<file path="src/rtl/cam_params.svh">
`ifndef CAM_PARAMS_SVH
`define CAM_PARAMS_SVH

//////////////////////////////
// camera bring-up timing
//////////////////////////////
`define CAM_RST_CYCLES   256      // cam_rst_n low time after start.
`define CAM_DELAY_CYCLES 2000     // wait marker length, shortened for simulation.

//////////////////////////////
// sccb bus
//////////////////////////////
`define SCCB_QUARTER     25       // clocks per quarter scl period.
`define CAM_DEV_ADDR     8'h42    // ov7670 write address.

//////////////////////////////
// register table
//////////////////////////////
`define CMD_WAIT         16'hFFF0 // delay marker.
`define CMD_END          16'hFFFF // end of table.
`define CMD_DEPTH        16       // rom entries.

`endif

</file>
<file path="src/rtl/cam_pkg.sv">
package cam_pkg;

  //////////////////////////////
  // register table
  //////////////////////////////

  // high byte is the register address, low byte the value.
  typedef logic [15:0] cmd_word_t;

  typedef logic [3:0] cmd_addr_t;  // rom index.

  // shared by the reset hold and the wait-marker delay.
  typedef logic [15:0] delay_cnt_t;

  //////////////////////////////
  // sequencer
  //////////////////////////////

  typedef enum logic [2:0] {
    SEQ_IDLE,   // waiting for start.
    SEQ_RESET,  // camera held in reset.
    SEQ_FETCH,  // reading the next table entry.
    SEQ_WAIT,   // wait marker delay.
    SEQ_WRITE,  // bus transaction in flight.
    SEQ_DONE,   // table finished.
    SEQ_ERROR   // a byte was not acknowledged.
  } seq_state_t;

endpackage

</file>
<file path="src/rtl/sccb_pkg.sv">
package sccb_pkg;

  //////////////////////////////
  // bus data
  //////////////////////////////

  typedef logic [7:0] sccb_byte_t;

  // one register write; the device address is added by the engine.
  typedef struct packed {
    sccb_byte_t reg_addr;
    sccb_byte_t data;
  } sccb_cmd_t;

  // bit n covers byte n of the transaction, 1 is a nack.
  typedef logic [2:0] ack_t;

  //////////////////////////////
  // bus engine
  //////////////////////////////

  typedef logic [7:0] quarter_cnt_t;  // clocks within one quarter period.

  typedef enum logic [2:0] {
    PH_IDLE,   // both lines released.
    PH_START,  // sda falls while scl is high.
    PH_BITS,   // data bits, msb first.
    PH_ACK,    // sda released for the camera.
    PH_STOP    // sda rises while scl is high.
  } sccb_phase_t;

endpackage

</file>
<file path="src/rtl/cmd_rom.sv">
`timescale 1ns/1ps

`include "cam_params.svh"

module cmd_rom (
  input  logic                clk,
  input  cam_pkg::cmd_addr_t  rom_addr,
  output cam_pkg::cmd_word_t  rom_data
);

  //////////////////////////////
  // ov7670 init list
  //////////////////////////////

  always_ff @(posedge clk) begin
    case (rom_addr)
      4'd0:    rom_data <= 16'h1280;    // com7, soft reset of all registers.
      4'd1:    rom_data <= `CMD_WAIT;   // let the camera settle.
      4'd2:    rom_data <= 16'h1204;    // com7, rgb output.
      4'd3:    rom_data <= 16'h1101;    // clkrc, divide input clock by 2.
      4'd4:    rom_data <= 16'h0C00;    // com3, no scaling.
      4'd5:    rom_data <= 16'h3E00;    // com14, normal pclk.
      4'd6:    rom_data <= 16'h8C00;    // rgb444 off.
      4'd7:    rom_data <= 16'h0400;    // com1, no ccir656.
      4'd8:    rom_data <= 16'h40D0;    // com15, rgb565 full range.
      4'd9:    rom_data <= 16'h3A04;    // tslb, fixed uv order.
      default: rom_data <= `CMD_END;    // index 10 and the spare slots end the walk.
    endcase
  end

endmodule

</file>
<file path="src/rtl/cfg_sequencer.sv">
`timescale 1ns/1ps

`include "cam_params.svh"

module cfg_sequencer (
  input  logic                 clk,
  input  logic                 arst_n,
  input  logic                 start,
  output cam_pkg::cmd_addr_t   rom_addr,
  input  cam_pkg::cmd_word_t   rom_data,
  output sccb_pkg::sccb_cmd_t  cmd,
  output logic                 cmd_valid,
  input  logic                 cmd_done,
  input  sccb_pkg::ack_t       ack,
  output logic                 cam_rst_n,
  output cam_pkg::seq_state_t  cfg_state,
  output logic                 done,
  output logic                 err
);

  cam_pkg::seq_state_t state;
  cam_pkg::delay_cnt_t cnt;
  cam_pkg::cmd_addr_t  next_addr;
  logic                fetch_vld;  // rom_data matches rom_addr.
  logic                is_wait;
  logic                is_end;
  logic                issue;

  //////////////////////////////
  // table entry decode
  //////////////////////////////

  assign is_wait = (rom_data == `CMD_WAIT);
  assign is_end  = (rom_data == `CMD_END);
  assign issue   = (state == cam_pkg::SEQ_FETCH) && fetch_vld && !is_wait && !is_end;

  // the walk stops at the last slot.
  assign next_addr = (rom_addr == cam_pkg::cmd_addr_t'(`CMD_DEPTH - 1)) ? rom_addr
                                                                        : rom_addr + 1'b1;

  assign cfg_state = state;

  //////////////////////////////
  // control FSM
  //////////////////////////////

  always_ff @(posedge clk or negedge arst_n) begin
    if (!arst_n) begin
      state     <= cam_pkg::SEQ_IDLE;
      rom_addr  <= '0;
      cnt       <= '0;
      fetch_vld <= 1'b0;
      cmd_valid <= 1'b0;
      cam_rst_n <= 1'b0;
      done      <= 1'b0;
      err       <= 1'b0;
    end else begin
      cmd_valid <= 1'b0;
      case (state)
        cam_pkg::SEQ_IDLE: begin
          if (start) begin
            state <= cam_pkg::SEQ_RESET;
            cnt   <= '0;
          end
        end
        cam_pkg::SEQ_RESET: begin
          cnt <= cnt + 1'b1;
          if (cnt == cam_pkg::delay_cnt_t'(`CAM_RST_CYCLES - 1)) begin
            cam_rst_n <= 1'b1;                 // release on the edge that ends the hold.
            state     <= cam_pkg::SEQ_FETCH;
            fetch_vld <= 1'b0;
          end
        end
        cam_pkg::SEQ_FETCH: begin
          if (!fetch_vld) begin
            fetch_vld <= 1'b1;                 // rom output lands this edge.
          end else if (is_end) begin
            state <= cam_pkg::SEQ_DONE;
            done  <= 1'b1;
          end else if (is_wait) begin
            state    <= cam_pkg::SEQ_WAIT;
            cnt      <= '0;
            rom_addr <= next_addr;
          end else begin
            state     <= cam_pkg::SEQ_WRITE;
            cmd_valid <= 1'b1;
            rom_addr  <= next_addr;            // next entry is read during the write.
          end
        end
        cam_pkg::SEQ_WAIT: begin
          cnt <= cnt + 1'b1;
          if (cnt == cam_pkg::delay_cnt_t'(`CAM_DELAY_CYCLES - 1)) begin
            state     <= cam_pkg::SEQ_FETCH;
            fetch_vld <= 1'b0;
          end
        end
        cam_pkg::SEQ_WRITE: begin
          if (cmd_done) begin
            if (|ack) begin
              state <= cam_pkg::SEQ_ERROR;
              err   <= 1'b1;
            end else begin
              state     <= cam_pkg::SEQ_FETCH;
              fetch_vld <= 1'b0;
            end
          end
        end
        default: begin
          // done and error hold until reset.
        end
      endcase
    end
  end

  // write payload, held for the whole transaction.
  always_ff @(posedge clk) begin
    if (issue) begin
      cmd.reg_addr <= rom_data[15:8];
      cmd.data     <= rom_data[7:0];
    end
  end

endmodule

</file>
<file path="src/rtl/sccb_master.sv">
`timescale 1ns/1ps

`include "cam_params.svh"

module sccb_master (
  input  logic                 clk,
  input  logic                 arst_n,
  input  sccb_pkg::sccb_cmd_t  cmd,
  input  logic                 cmd_valid,
  output logic                 cmd_done,
  output sccb_pkg::ack_t       ack,
  output logic                 scl_oe,
  output logic                 sda_oe,
  input  logic                 sda_in
);

  sccb_pkg::sccb_phase_t  phase;
  sccb_pkg::quarter_cnt_t qcnt;
  sccb_pkg::sccb_byte_t   cur_byte;
  logic [1:0]             q;         // quarter within the scl period.
  logic [1:0]             byte_idx;
  logic [2:0]             bit_idx;
  logic                   tick;
  logic                   scl_nx;
  logic                   sda_nx;

  assign tick = (qcnt == sccb_pkg::quarter_cnt_t'(`SCCB_QUARTER - 1));

  always_comb begin
    case (byte_idx)
      2'd0:    cur_byte = `CAM_DEV_ADDR;
      2'd1:    cur_byte = cmd.reg_addr;
      default: cur_byte = cmd.data;
    endcase
  end

  //////////////////////////////
  // line levels per quarter
  //////////////////////////////

  // oe high pulls the line low. sda only moves in q0 while scl is low.
  always_comb begin
    scl_nx = 1'b0;
    sda_nx = 1'b0;
    case (phase)
      sccb_pkg::PH_START: begin
        sda_nx = (q != 2'd0);
        scl_nx = (q == 2'd3);
      end
      sccb_pkg::PH_BITS: begin
        sda_nx = !cur_byte[bit_idx];
        scl_nx = (q == 2'd0) || (q == 2'd3);
      end
      sccb_pkg::PH_ACK: begin
        scl_nx = (q == 2'd0) || (q == 2'd3);
      end
      sccb_pkg::PH_STOP: begin
        sda_nx = (q < 2'd2);
        scl_nx = (q == 2'd0);
      end
      default: begin
      end
    endcase
  end

  //////////////////////////////
  // phase machine
  //////////////////////////////

  always_ff @(posedge clk or negedge arst_n) begin
    if (!arst_n) begin
      phase    <= sccb_pkg::PH_IDLE;
      qcnt     <= '0;
      q        <= '0;
      byte_idx <= '0;
      bit_idx  <= '0;
      ack      <= '0;
      cmd_done <= 1'b0;
      scl_oe   <= 1'b0;
      sda_oe   <= 1'b0;
    end else begin
      cmd_done <= 1'b0;
      scl_oe   <= scl_nx;
      sda_oe   <= sda_nx;
      if (phase == sccb_pkg::PH_IDLE) begin
        qcnt <= '0;
        q    <= '0;
        if (cmd_valid) begin
          phase    <= sccb_pkg::PH_START;
          byte_idx <= '0;
          bit_idx  <= 3'd7;
          ack      <= '0;
        end
      end else if (!tick) begin
        qcnt <= qcnt + 1'b1;
      end else begin
        qcnt <= '0;
        q    <= q + 1'b1;
        case (phase)
          sccb_pkg::PH_START: begin
            if (q == 2'd3) phase <= sccb_pkg::PH_BITS;
          end
          sccb_pkg::PH_BITS: begin
            if (q == 2'd3) begin
              if (bit_idx == 3'd0) phase <= sccb_pkg::PH_ACK;
              else bit_idx <= bit_idx - 1'b1;
            end
          end
          sccb_pkg::PH_ACK: begin
            if (q == 2'd1) ack[byte_idx] <= sda_in;  // middle of scl high, released sda is a nack.
            if (q == 2'd3) begin
              if (byte_idx == 2'd2) begin
                phase <= sccb_pkg::PH_STOP;
              end else begin
                phase    <= sccb_pkg::PH_BITS;
                byte_idx <= byte_idx + 1'b1;
                bit_idx  <= 3'd7;
              end
            end
          end
          default: begin
            if (q == 2'd3) begin
              phase    <= sccb_pkg::PH_IDLE;
              cmd_done <= 1'b1;
            end
          end
        endcase
      end
    end
  end

endmodule

</file>
<file path="src/rtl/cam_cfg_top.sv">
`timescale 1ns/1ps

module cam_cfg_top (
  input  logic                 clk,
  input  logic                 arst_n,
  input  logic                 start,
  input  logic                 sda_in,
  output logic                 cam_rst_n,
  output logic                 scl_oe,
  output logic                 sda_oe,
  output logic                 done,
  output logic                 err,
  output cam_pkg::seq_state_t  cfg_state
);

  cam_pkg::cmd_addr_t  rom_addr;
  cam_pkg::cmd_word_t  rom_data;
  sccb_pkg::sccb_cmd_t cmd;
  sccb_pkg::ack_t      ack;
  logic                cmd_valid;
  logic                cmd_done;

  //////////////////////////////
  // rom -> sequencer -> bus
  //////////////////////////////

  cmd_rom cmd_rom_i (
    .clk      (clk),
    .rom_addr (rom_addr),
    .rom_data (rom_data)
  );

  cfg_sequencer cfg_sequencer_i (
    .clk       (clk),
    .arst_n    (arst_n),
    .start     (start),
    .rom_addr  (rom_addr),
    .rom_data  (rom_data),
    .cmd       (cmd),
    .cmd_valid (cmd_valid),
    .cmd_done  (cmd_done),
    .ack       (ack),
    .cam_rst_n (cam_rst_n),
    .cfg_state (cfg_state),
    .done      (done),
    .err       (err)
  );

  sccb_master sccb_master_i (
    .clk       (clk),
    .arst_n    (arst_n),
    .cmd       (cmd),
    .cmd_valid (cmd_valid),
    .cmd_done  (cmd_done),
    .ack       (ack),
    .scl_oe    (scl_oe),
    .sda_oe    (sda_oe),
    .sda_in    (sda_in)
  );

endmodule

</file>
<file path="config.mk">
export PLATFORM = sky130hd
export DESIGN_NAME = cam_cfg_top
export DESIGN_NICKNAME = d
export VERILOG_FILES = /design/src/rtl/cam_pkg.sv /design/src/rtl/sccb_pkg.sv /design/src/rtl/cmd_rom.sv /design/src/rtl/cfg_sequencer.sv /design/src/rtl/sccb_master.sv /design/src/rtl/cam_cfg_top.sv
export VERILOG_INCLUDE_DIRS = /design/src /design/src/rtl
export SDC_FILE = /design/constraint.sdc
export NUM_CORES = 1
export LEC_CHECK = 0
export ABC_AREA = 1
export BUFFER_PORTS_ARGS = -buffer_cell sky130_fd_sc_hd__buf_2
export CAP_MARGIN = 20
export CORE_MARGIN = 3
export CORE_UTILIZATION = 50
export DETAILED_ROUTE_END_ITERATION = 10
export PLACE_DENSITY = 0.72
export SLEW_MARGIN = 40
export SYNTH_ARGS = -nofsm -noshare
export SYNTH_HDL_FRONTEND = slang
export SYNTH_SLANG_ARGS = --single-unit
</file>
<file path="constraint.sdc">
create_clock -name clk -period 3.2 [get_ports clk]
set_input_delay 0.48 -clock clk [delete_from_list [all_inputs] [get_ports clk]]
set_output_delay 0.48 -clock clk [all_outputs]
set_load 0.03 [all_outputs]
</file>
==> flow_metrics.tcl, run 1 <==
set metrics [dict create \
    status "complete, no violations" \
    antenna_left 0 \
    seqCellArea_um2 1950 \
    final.min_clock_period_ns 1.68 \
    path_class "register to register" \
    ys_seq_area_frac 0.480 \
    met3_length_um 195 \
    top_layer "met4" \
    grt_pass1_wl_mm 13.3 \
    tightestPinTransition_ns 0.664 \
    met2_length_mm 3.68 \
    final_util 0.567 \
    htree_levels 3 \
    fmax_mhz 594 \
    synth_edf_count 13 \
    synth_seq_cells 78 \
    io_buffers 11 \
    drive_gt1_frac 0.100 \
    place.detailed.hpwl_mm 5.64 \
    placed_area_um2 4240 \
    worstPathRequired_ns 3.43 \
    placementRows 32 \
    post_drt_via_cell_ratio 5.06 \
    finalSetupTns_ns 0 \
    grt_pass1_vias 2985 \
    nFillCells 713 \
    synth_flop_cell "dfrtp_1" \
    drt-met1-wl_mm 3.65 \
    fp.dieW_um 96.2 \
    cts_root_buffer "clkbuf_8" \
    r2r-start "sccb_master_i.byte_idx[0]" \
    cp_max_fo 9 \
    async_flop_share 0.667 \
    startpoint_type "register" \
    grt_util_all_layers 0.185 \
    end_kind "register" \
    overflow 0 \
    cts_num_sinks 78 \
    ir_worst_vdd_uv 617 \
    hold_viol 0 \
    crit_path_end "sccb_master_i.sda_oe" \
    antenna_found_initial 0 \
    rsz0062_at_grt "false" \
    wl_per_cell_um 11.9 \
    startpoint "sccb_master_i.byte_idx[0]" \
    finClkSkew_ns 0.00809 \
    finalSetupViolCount 0 \
    yosys_warnings 0 \
    grt_max_degree 32 \
    mostFrequentLayoutCell "nand2_1" \
    netlist_area_um2 4070 \
    numCtsBuffers 9 \
    final.period_utilization 0.526 \
    whs_ns 0.164 \
    cts_tree "built" \
    synth.avg_cell_area_um2 7.90 \
    drc 0 \
    syn_nets 536 \
    dr_total_vias 3241 \
    drt-total-wl_mm 7.60 \
    leakage_nw 2.13 \
    drt-pass1-iter-count 4 \
    ys_types 34 \
    cp.arrival_ns 1.92 \
    n_antenna_cell 0 \
    first_iter_violations 136 \
    multiInputGateArea_um2 1850 \
    ios 12 \
    power_density_nw_per_um2 844 \
    reg2reg_to "sccb_master_i.sda_oe" \
    clk_latency_ns 0.34 \
    core_region_area_um2 7810 \
    clk_pin_slew_ns 0.07 \
    layout.nets 555 \
    cts_resized 0 \
    final_cell_area_um2 4430 \
    mostFrequentLayoutCells "166 x nand2_1, 55 x inv_1, 52 x dfrtp_1" \
    die_h_um 96.2 \
    cap_viol_max_count 0 \
    cts_setup_buffers 0 \
    gp_congestion 0.845 \
    die-area_um2 9250 \
    min_path_type "input pin to asynchronous set/reset pin" \
    maxSlewHeadroom 0.557 \
    clock_path_buffers 2 \
    cts_hold_buf 0 \
    start_util 0.521 \
    area_growth_pct 8.95 \
    r2r_cells 9 \
    postSynthCellCount 515 \
    r2r_slack_ns 1.52 \
    maxSlewViolCount 0 \
]
==> critical path: stages, from the launching register on <==
cell and delay (ns):
dfrtp_1 0.43, ha_1 0.33, nor2_1 0.32, nand2_1 0.09, nand2_1 0.08, nand2_1 0.05
nand2_1 0.05, nand3b_1 0.07, nand3_1 0.10, nand2_1 0.06
==> stage by stage <==
stage	power, W	worst slack, ns	std cells
floorplan	0.00268	0.844	515
global placement	0.00297	1.55	625
detailed placement	0.00302	1.53	625
CTS	0.00376	1.50	641
global route	0.00409	1.33	641
finish	0.00374	1.52	641
==> synth_stat cells (2+ instances only) <==
| master | instances | area, um^2 |
|---|---|---|
| a21oi_1 | 5 | 25.0 |
| a31o_2 | 2 | 17.5 |
| buf_2 | 2 | 10.0 |
| clkbuf_1 | 2 | 7.51 |
| dfrtp_1 | 52 | 1300 |
| dfxtp_1 | 13 | 260 |
| edfxtp_1 | 13 | 390 |
| ha_1 | 17 | 213 |
| inv_1 | 55 | 206 |
| inv_2 | 7 | 26.3 |
| nand2_1 | 166 | 623 |
| nand2_2 | 2 | 12.5 |
| nand3_1 | 39 | 195 |
| nand3b_1 | 4 | 30.0 |
| nand4_1 | 12 | 75.1 |
| nor2_1 | 49 | 184 |
| nor2_2 | 4 | 25.0 |
| nor3_1 | 13 | 65.1 |
| nor3_2 | 2 | 20.0 |
| o21ai_0 | 20 | 100 |
| o21ai_1 | 10 | 50.1 |
| o21ai_2 | 2 | 17.5 |
| or2_2 | 4 | 25.0 |
| xnor2_1 | 5 | 43.8 |
| xor2_1 | 6 | 52.6 |
==> power breakdown <==
part | total, W | switching [W] | internal, W
Combinational | 0.00147 | 0.000999 | 0.000475
Clock | 0.000741 | 0.000374 | 0.000367
Sequential | 0.00152 | 0.000225 | 0.00130
Total | 0.00374 | 0.00160 | 0.00214
==> metal layers <==
layer,up-vias,GRT usage
li1,1689,-
met1,1507,0.238
met2,38,0.302
met3,7,0.0500
met4,0,0.0592
met5,-,0
==> logic make-up (layout without fill, tap and decap cells) <==
logic type               Yosys count  after routing  share of synthesized area
buffers and inverters             67             91                     0.0643
AND/OR/NAND/NOR                  300            300                      0.322
flip-flops                        78             78                      0.480
XOR/XNOR                          11             11                     0.0237
adder cells (fa/ha/maj)           17             17                     0.0523
AO/OA/AOI/OAI                     42             42                     0.0575
==> worst min-delay path by stage <==
stage                                start                   endpoint  slack, ns  cells after the start
global route                        arst_n         sccb_master_i.q[0]       0.21                      1
floorplan                           arst_n  cfg_sequencer_i.cam_rst_n       0.18                      0
global placement    cmd_rom_i.rom_data[13]    cfg_sequencer_i.cmd[13]       0.41                      0
CTS                                 arst_n       sccb_master_i.scl_oe       0.19                      1
finish                              arst_n       sccb_master_i.sda_oe       0.16                      1
detailed placement  cmd_rom_i.rom_data[12]    cfg_sequencer_i.cmd[12]       0.42                      0
==> registers in the layout, indices dropped and copies added, names as in the netlist, 3 cells and up <==
signal and count:
cfg_sequencer_i.cnt 16, sccb_master_i.bit_idx 3, sccb_master_i.ack 3, sccb_master_i.phase 3
cfg_sequencer_i.cfg_state 3, sccb_master_i.qcnt 8, cfg_sequencer_i.rom_addr 4, cfg_sequencer_i.cmd 13
cmd_rom_i.rom_data 13
==> cell type report <==
type / count / share of cell area
well taps: 102 / 0.0288
inverters: 62 / 0.0525
multi-input cells: 370 / 0.418
clock inverters: 6 / 0.0152
clock buffers: 10 / 0.0288
flip-flops and latches: 78 / 0.441
repair buffers: 13 / 0.0158
No activity file was read; power rests on OpenSTA's default activity.
==> run 2: changes to the inputs <==
ABC_AREA = 0   (was 1)
PLACE_DENSITY = 0.75   (was 0.72)
clock period = 1.4 ns   (was 3.2 ns; I/O delays follow)
==> flow_metrics.tcl, run 2 <==
set metrics [dict create \
    synth_flop_cell "dfrtp_1" \
    first_iter_violations 224 \
    netlist_area_um2 3900 \
    finalSetupViolCount 63 \
    tightestPinTransition_ns 0.427 \
    grt_pass1_wl_mm 16.2 \
    r2r_slack_ns -0.52 \
    core_region_area_um2 7410 \
    overflow 0 \
    cts_tree "built" \
    largest_reg_flops 16 \
    clk_pin_slew_ns 0.09 \
    startpoint "sccb_master_i.qcnt[1]" \
    swShare 0.268 \
    synth.avg_cell_area_um2 9.86 \
    cp.arrival_ns 2.15 \
    whs_ns 0.158 \
    worstPathRequired_ns 1.63 \
    grt_util_all_layers 0.231 \
    die-area_um2 8900 \
    finClkSkew_ns 0.0161 \
    antenna_found_initial 0 \
    yosys_warnings 0 \
    r2r_cells 7 \
    io_buffers 11 \
    min_path_type "input pin to register" \
    maxSlewHeadroom 0.713 \
    yosys.area.top_type "dfrtp_1" \
    reg2reg_to "sccb_master_i.bit_idx[2]" \
    async_flop_share 0.667 \
    cts_root_buffer "clkbuf_8" \
    yosysMostFrequentCell "dfrtp_1" \
    reg_top3 "cfg_sequencer_i.cnt: 16 flops, cfg_sequencer_i.cmd: 13 flops, cmd_rom_i.rom_data: 13 flops" \
    synth_area_leaders "dfrtp_1 33%, edfxtp_1 10%, dfxtp_1 6.7%" \
    p_seq_frac 0.483 \
    maxSlewViolCount 0 \
    fp.dieW_um 94.4 \
    met3_length_um 485 \
    numCtsBuffers 9 \
    clk_latency_ns 0.35 \
    fmax_mhz 522 \
    htree_levels 3 \
    nFillCells 466 \
    end_kind "register" \
    final.period_utilization 1.37 \
    antenna_left 0 \
    grt_pass1_vias 3476 \
    internal-power_w 0.00379 \
    hold_viol 0 \
    cts_num_sinks 78 \
    crit_path_end "sccb_master_i.bit_idx[2]" \
    r2r-start "sccb_master_i.qcnt[1]" \
    postSynthCellCount 396 \
    violations "setup timing" \
    wl_per_cell_um 17.0 \
    post_drt_via_cell_ratio 5.78 \
    start_util 0.527 \
    synth_seq_cells 78 \
    leakage_nw 2.33 \
    cp_max_fo 3 \
    top_register "cfg_sequencer_i.cnt" \
    dp_slack_ns -0.488 \
    area_growth_pct 40.9 \
    final.min_clock_period_ns 1.92 \
    clockPowerShare 0.366 \
    grt_max_degree 53 \
    met2_length_mm 5.52 \
    ys_types 59 \
    syn_nets 417 \
    placementRows 31 \
    place.detailed.hpwl_mm 6.35 \
    mostFrequentLayoutCells "98 x buf_4, 48 x dfrtp_1, 30 x nand2_1" \
    mostFrequentLayoutCell "buf_4" \
    fin_total_pwr_w 0.00518 \
    drc 0 \
    clock_path_buffers 2 \
    synth_edf_count 13 \
    layout.nets 536 \
    cap_viol_max_count 0 \
    ir_worst_vdd_uv 1240 \
    drt-met1-wl_mm 4.21 \
    gp_congestion 0.876 \
    combPwrFrac 0.150 \
    status "finished, violations left" \
    die_h_um 94.4 \
    n_antenna_cell 0 \
    drive_gt1_frac 0.425 \
    rsz0062_at_grt "true" \
    placed_area_um2 4770 \
    ys_seq_area_frac 0.500 \
    synth_top_area_frac 0.333 \
    ios 12 \
    drt-total-wl_mm 10.5 \
    finalWorstSetupSlack_ns -0.516 \
    final_cell_area_um2 5500 \
    finalSetupTns_ns -20.39 \
    path_class "register to register" \
    synth_common_cells "52 x dfrtp_1, 40 x nor2_1, 36 x o21ai_0, 32 x nand2_1, 21 x a21oi_1" \
    power.switching_w 0.00139 \
    drt-pass1-iter-count 5 \
    power_density_nw_per_um2 942 \
    dr_total_vias 3578 \
    top_layer "met4" \
    startpoint_type "register" \
]
==> run 2: cell count changes after synthesis, sizes merged, moves of 6 or more <==
cell	delta
a21oi	+16
a31oi	+10
clkbuf	+11
inv	-43
nand2	-137
nand2b	+6
nand3	-26
nor2	-14
nor3	-9
o22ai	+6
==> run 2: logic make-up after synthesis <==
kind of cell	after synthesis	share of synthesized area
simple gates	147	0.201
compound gates	106	0.174
flops	78	0.500
buf+inv	36	0.0407
fa+ha+maj	17	0.0545
xor+xnor	6	0.0135
mux	6	0.0160
==> run 2: cell type report <==
type / count / area (um^2) / area share
Sequential cell: 78 / 1970 / 0.359
Timing Repair Buffer: 123 / 965 / 0.175
Clock inverter: 7 / 96.3 / 0.0175
Tap cell: 99 / 124 / 0.0225
Clock buffer: 9 / 124 / 0.0225
Inverter: 19 / 71.3 / 0.0130
Multi-Input combinational cell: 284 / 2150 / 0.390
==> run 2: how the worst min path moves through the flow <==
stage,endpoint,cells past startpoint,from,slack [ns]
4_1_cts,sccb_master_i.ack[2],3,sda_in,0.14
5_1_grt,sccb_master_i.ack[2],3,sda_in,0.15
6_report,sccb_master_i.ack[2],3,sda_in,0.16
2_1_floorplan,cfg_sequencer_i.cam_rst_n,0,arst_n,-0.09
3_3_place_gp,sccb_master_i.bit_idx[0],2,arst_n,0.22
3_5_place_dp,sccb_master_i.sda_oe,2,arst_n,0.22
==> run 2: worst max-delay path, stage by stage, from the launching register on <==
cell,delay [ns]
dfrtp_1,0.40
inv_1,0.06
ha_1,0.12
or3b_4,0.41
o41ai_4,0.31
nand4_1,0.21
nor2_1,0.19
a31oi_1,0.10
==> run 2: routing by layer <==
layer	GRT usage	vias up
met5	0	-
met4	0.0674	0
met3	0.0542	29
met2	0.415	109
met1	0.276	1753
li1	-	1687
==> run 2: timing repair <==
item	CTS	global route
resized for setup	52	26
buffers inserted	15	11
cloned	2	0
hold endpoints to repair	52	0
pin swaps	24	18
endpoints found under the setup margin	63	67
hold buffers	1	0
==> run 2: power groups by stage <==
stage | Sequential [W] | Combinational (W) | Clock [W]
2_1_floorplan | 0.00258 | 0.000288 | 0
3_3_place_gp | 0.00253 | 0.000655 | 0
3_5_place_dp | 0.00254 | 0.000695 | 0
4_1_cts | 0.00250 | 0.000731 | 0.00190
5_1_grt | 0.00252 | 0.000846 | 0.00201
6_report | 0.00250 | 0.000780 | 0.00190
==> run 2: through the flow <==
stage | utilization | cells
floorplan | - | 396
finish | 0.742 | 619
CTS | 0.717 | 609
global placement | 0.643 | 577
detailed placement | 0.643 | 577
global route | 0.742 | 619
==> run 3: changes to the inputs <==
PLACE_DENSITY = 0.72   (was 0.75)
clock period = 2 ns   (was 1.4 ns; I/O delays follow)
==> flow_metrics.tcl, run 3 (synthesized netlist as in run 2, its figures left out) <==
set metrics [dict create \
    startpoint_type "register" \
    maxSlewViolCount 0 \
    antenna_left 0 \
    n_antenna_cell 0 \
    finalSetupTns_ns 0 \
    cap_viol_max_count 0 \
    ir_worst_vdd_uv 444 \
    layout.nets 450 \
    antenna_found_initial 0 \
    overflow 0 \
    clockPowerShare 0.357 \
    finalSetupViolCount 0 \
    final.min_clock_period_ns 1.90 \
    internal-power_w 0.00239 \
    final_cells 533 \
    final.period_utilization 0.951 \
    dr_total_vias 3057 \
    reg_top3 "cfg_sequencer_i.cnt: 16 flops, cfg_sequencer_i.cmd: 13 flops, cmd_rom_i.rom_data: 13 flops" \
    clk_pin_slew_ns 0.08 \
    area_growth_pct 13.7 \
    p_seq_frac 0.559 \
    startpoint "cfg_sequencer_i.cnt[12]" \
    die_h_um 94.4 \
    fmax_mhz 526 \
    wl_per_cell_um 15.3 \
    cp_max_fo 7 \
    grt_max_degree 53 \
    grt_pass1_wl_mm 13.7 \
    drt-met1-wl_mm 3.91 \
    rsz0062_at_grt "true" \
    first_iter_violations 154 \
    clk_latency_ns 0.35 \
    numCtsBuffers 9 \
    top_register "cfg_sequencer_i.cnt" \
    maxSlewHeadroom 0.598 \
    min_path_type "input pin to register" \
    met2_length_mm 3.83 \
    r2r-start "cfg_sequencer_i.cnt[12]" \
    cts_root_buffer "clkbuf_8" \
    cts_num_sinks 78 \
    largest_reg_flops 16 \
    grt_pass1_vias 2958 \
    path_class "register to register" \
    place.detailed.hpwl_mm 5.69 \
    ios 12 \
    power.switching_w 0.000834 \
    hold_viol 0 \
    gp_congestion 0.836 \
    final_cell_area_um2 4440 \
    met3_length_um 279 \
    placementRows 31 \
    drc 0 \
    top_layer "met4" \
    htree_levels 3 \
    combPwrFrac 0.084 \
    final_util 0.599 \
    power_density_nw_per_um2 726 \
    mostFrequentLayoutCells "52 x dfrtp_1, 39 x nor2_1, 36 x o21ai_0" \
    cp.arrival_ns 2.12 \
    start_util 0.527 \
    post_drt_via_cell_ratio 5.74 \
    tightestPinTransition_ns 0.603 \
    finClkSkew_ns 0.00870 \
    hp-start "sda_in" \
    placed_cells_incl_taps 515 \
    clock_path_buffers 2 \
    core_region_area_um2 7410 \
    whs_ns 0.256 \
    fp.dieW_um 94.4 \
    drt-total-wl_mm 8.14 \
    r2r_slack_ns 0.1 \
    cts_tree "built" \
    swShare 0.259 \
    worstPathRequired_ns 2.22 \
    grt_util_all_layers 0.197 \
    status "complete, no violations" \
    end_kind "register" \
    io_buffers 11 \
    die-area_um2 8900 \
    leakage_nw 1.82 \
    drt-pass1-iter-count 4 \
    placed_area_um2 4210 \
    drive_gt1_frac 0.157 \
    mostFrequentLayoutCell "dfrtp_1" \
]
run 3: layer usage:
metal  global-route usage  vias to the layer above
met5                    0                        -
met4               0.0830                        0
met3               0.0414                        8
met2                0.306                       55
met1                0.270                     1488
li1                     -                     1506
run 3: per-stage QoR:
stage,power [W],setup WS [ns]
after CTS,0.00326,0.0410
after floorplan,0.00198,0.0272
after global routing,0.00337,-0.0206
after detailed placement,0.00211,0.0706
final,0.00322,0.0976
after global placement,0.00208,0.129
run 3: final cells by class:
type                            count  area, um^2
Clock buffer                       10         128
Clock inverter                      6        62.6
Fill cell                         627        2970
Inverter                           19        71.3
Multi-Input combinational cell    282        1820
Sequential cell                    78        1950
Tap cell                           99         124
Timing Repair Buffer               39         280
run 3: what timing repair did:
item / 4_1_cts / 5_1_grt
endpoints found under the hold margin: 52 / 0
hold buffers: 1 / 0
setup endpoints to repair: 0 / 6
gates resized for setup: 0 / 5
setup buffers: 0 / 1
run 3: final timing paths:
| check | endpoint | cells past startpoint |
|---|---|---|
| min | sccb_master_i.ack[2] | 3 |
| min in group asynchronous | sccb_master_i.bit_idx[0] | 3 |
| min reg2reg | cfg_sequencer_i.cmd[12] | 0 |
| max in group asynchronous | cfg_sequencer_i.cam_rst_n | 3 |
| max | cfg_sequencer_i.cfg_state[1] | 5 |
| max reg2reg | cfg_sequencer_i.cfg_state[1] | 5 |
run 3: critical path, stage by stage, from the launching register on:
cell and delay (ns):
dfrtp_1 0.45, or4_1 0.58, nor3_1 0.17, a41oi_1 0.20
o41ai_2 0.26, nand3_1 0.12
run 3: power groups by stage:
stage / clock (W) / sequential [W] / combinational (W)
after detailed placement: 0 / 0.00183 / 0.000275
after global placement: 0 / 0.00183 / 0.000259
after floorplan: 0 / 0.00180 / 0.000179
final: 0.00115 / 0.00180 / 0.000272
after CTS: 0.00118 / 0.00180 / 0.000274
after global routing: 0.00124 / 0.00182 / 0.000312
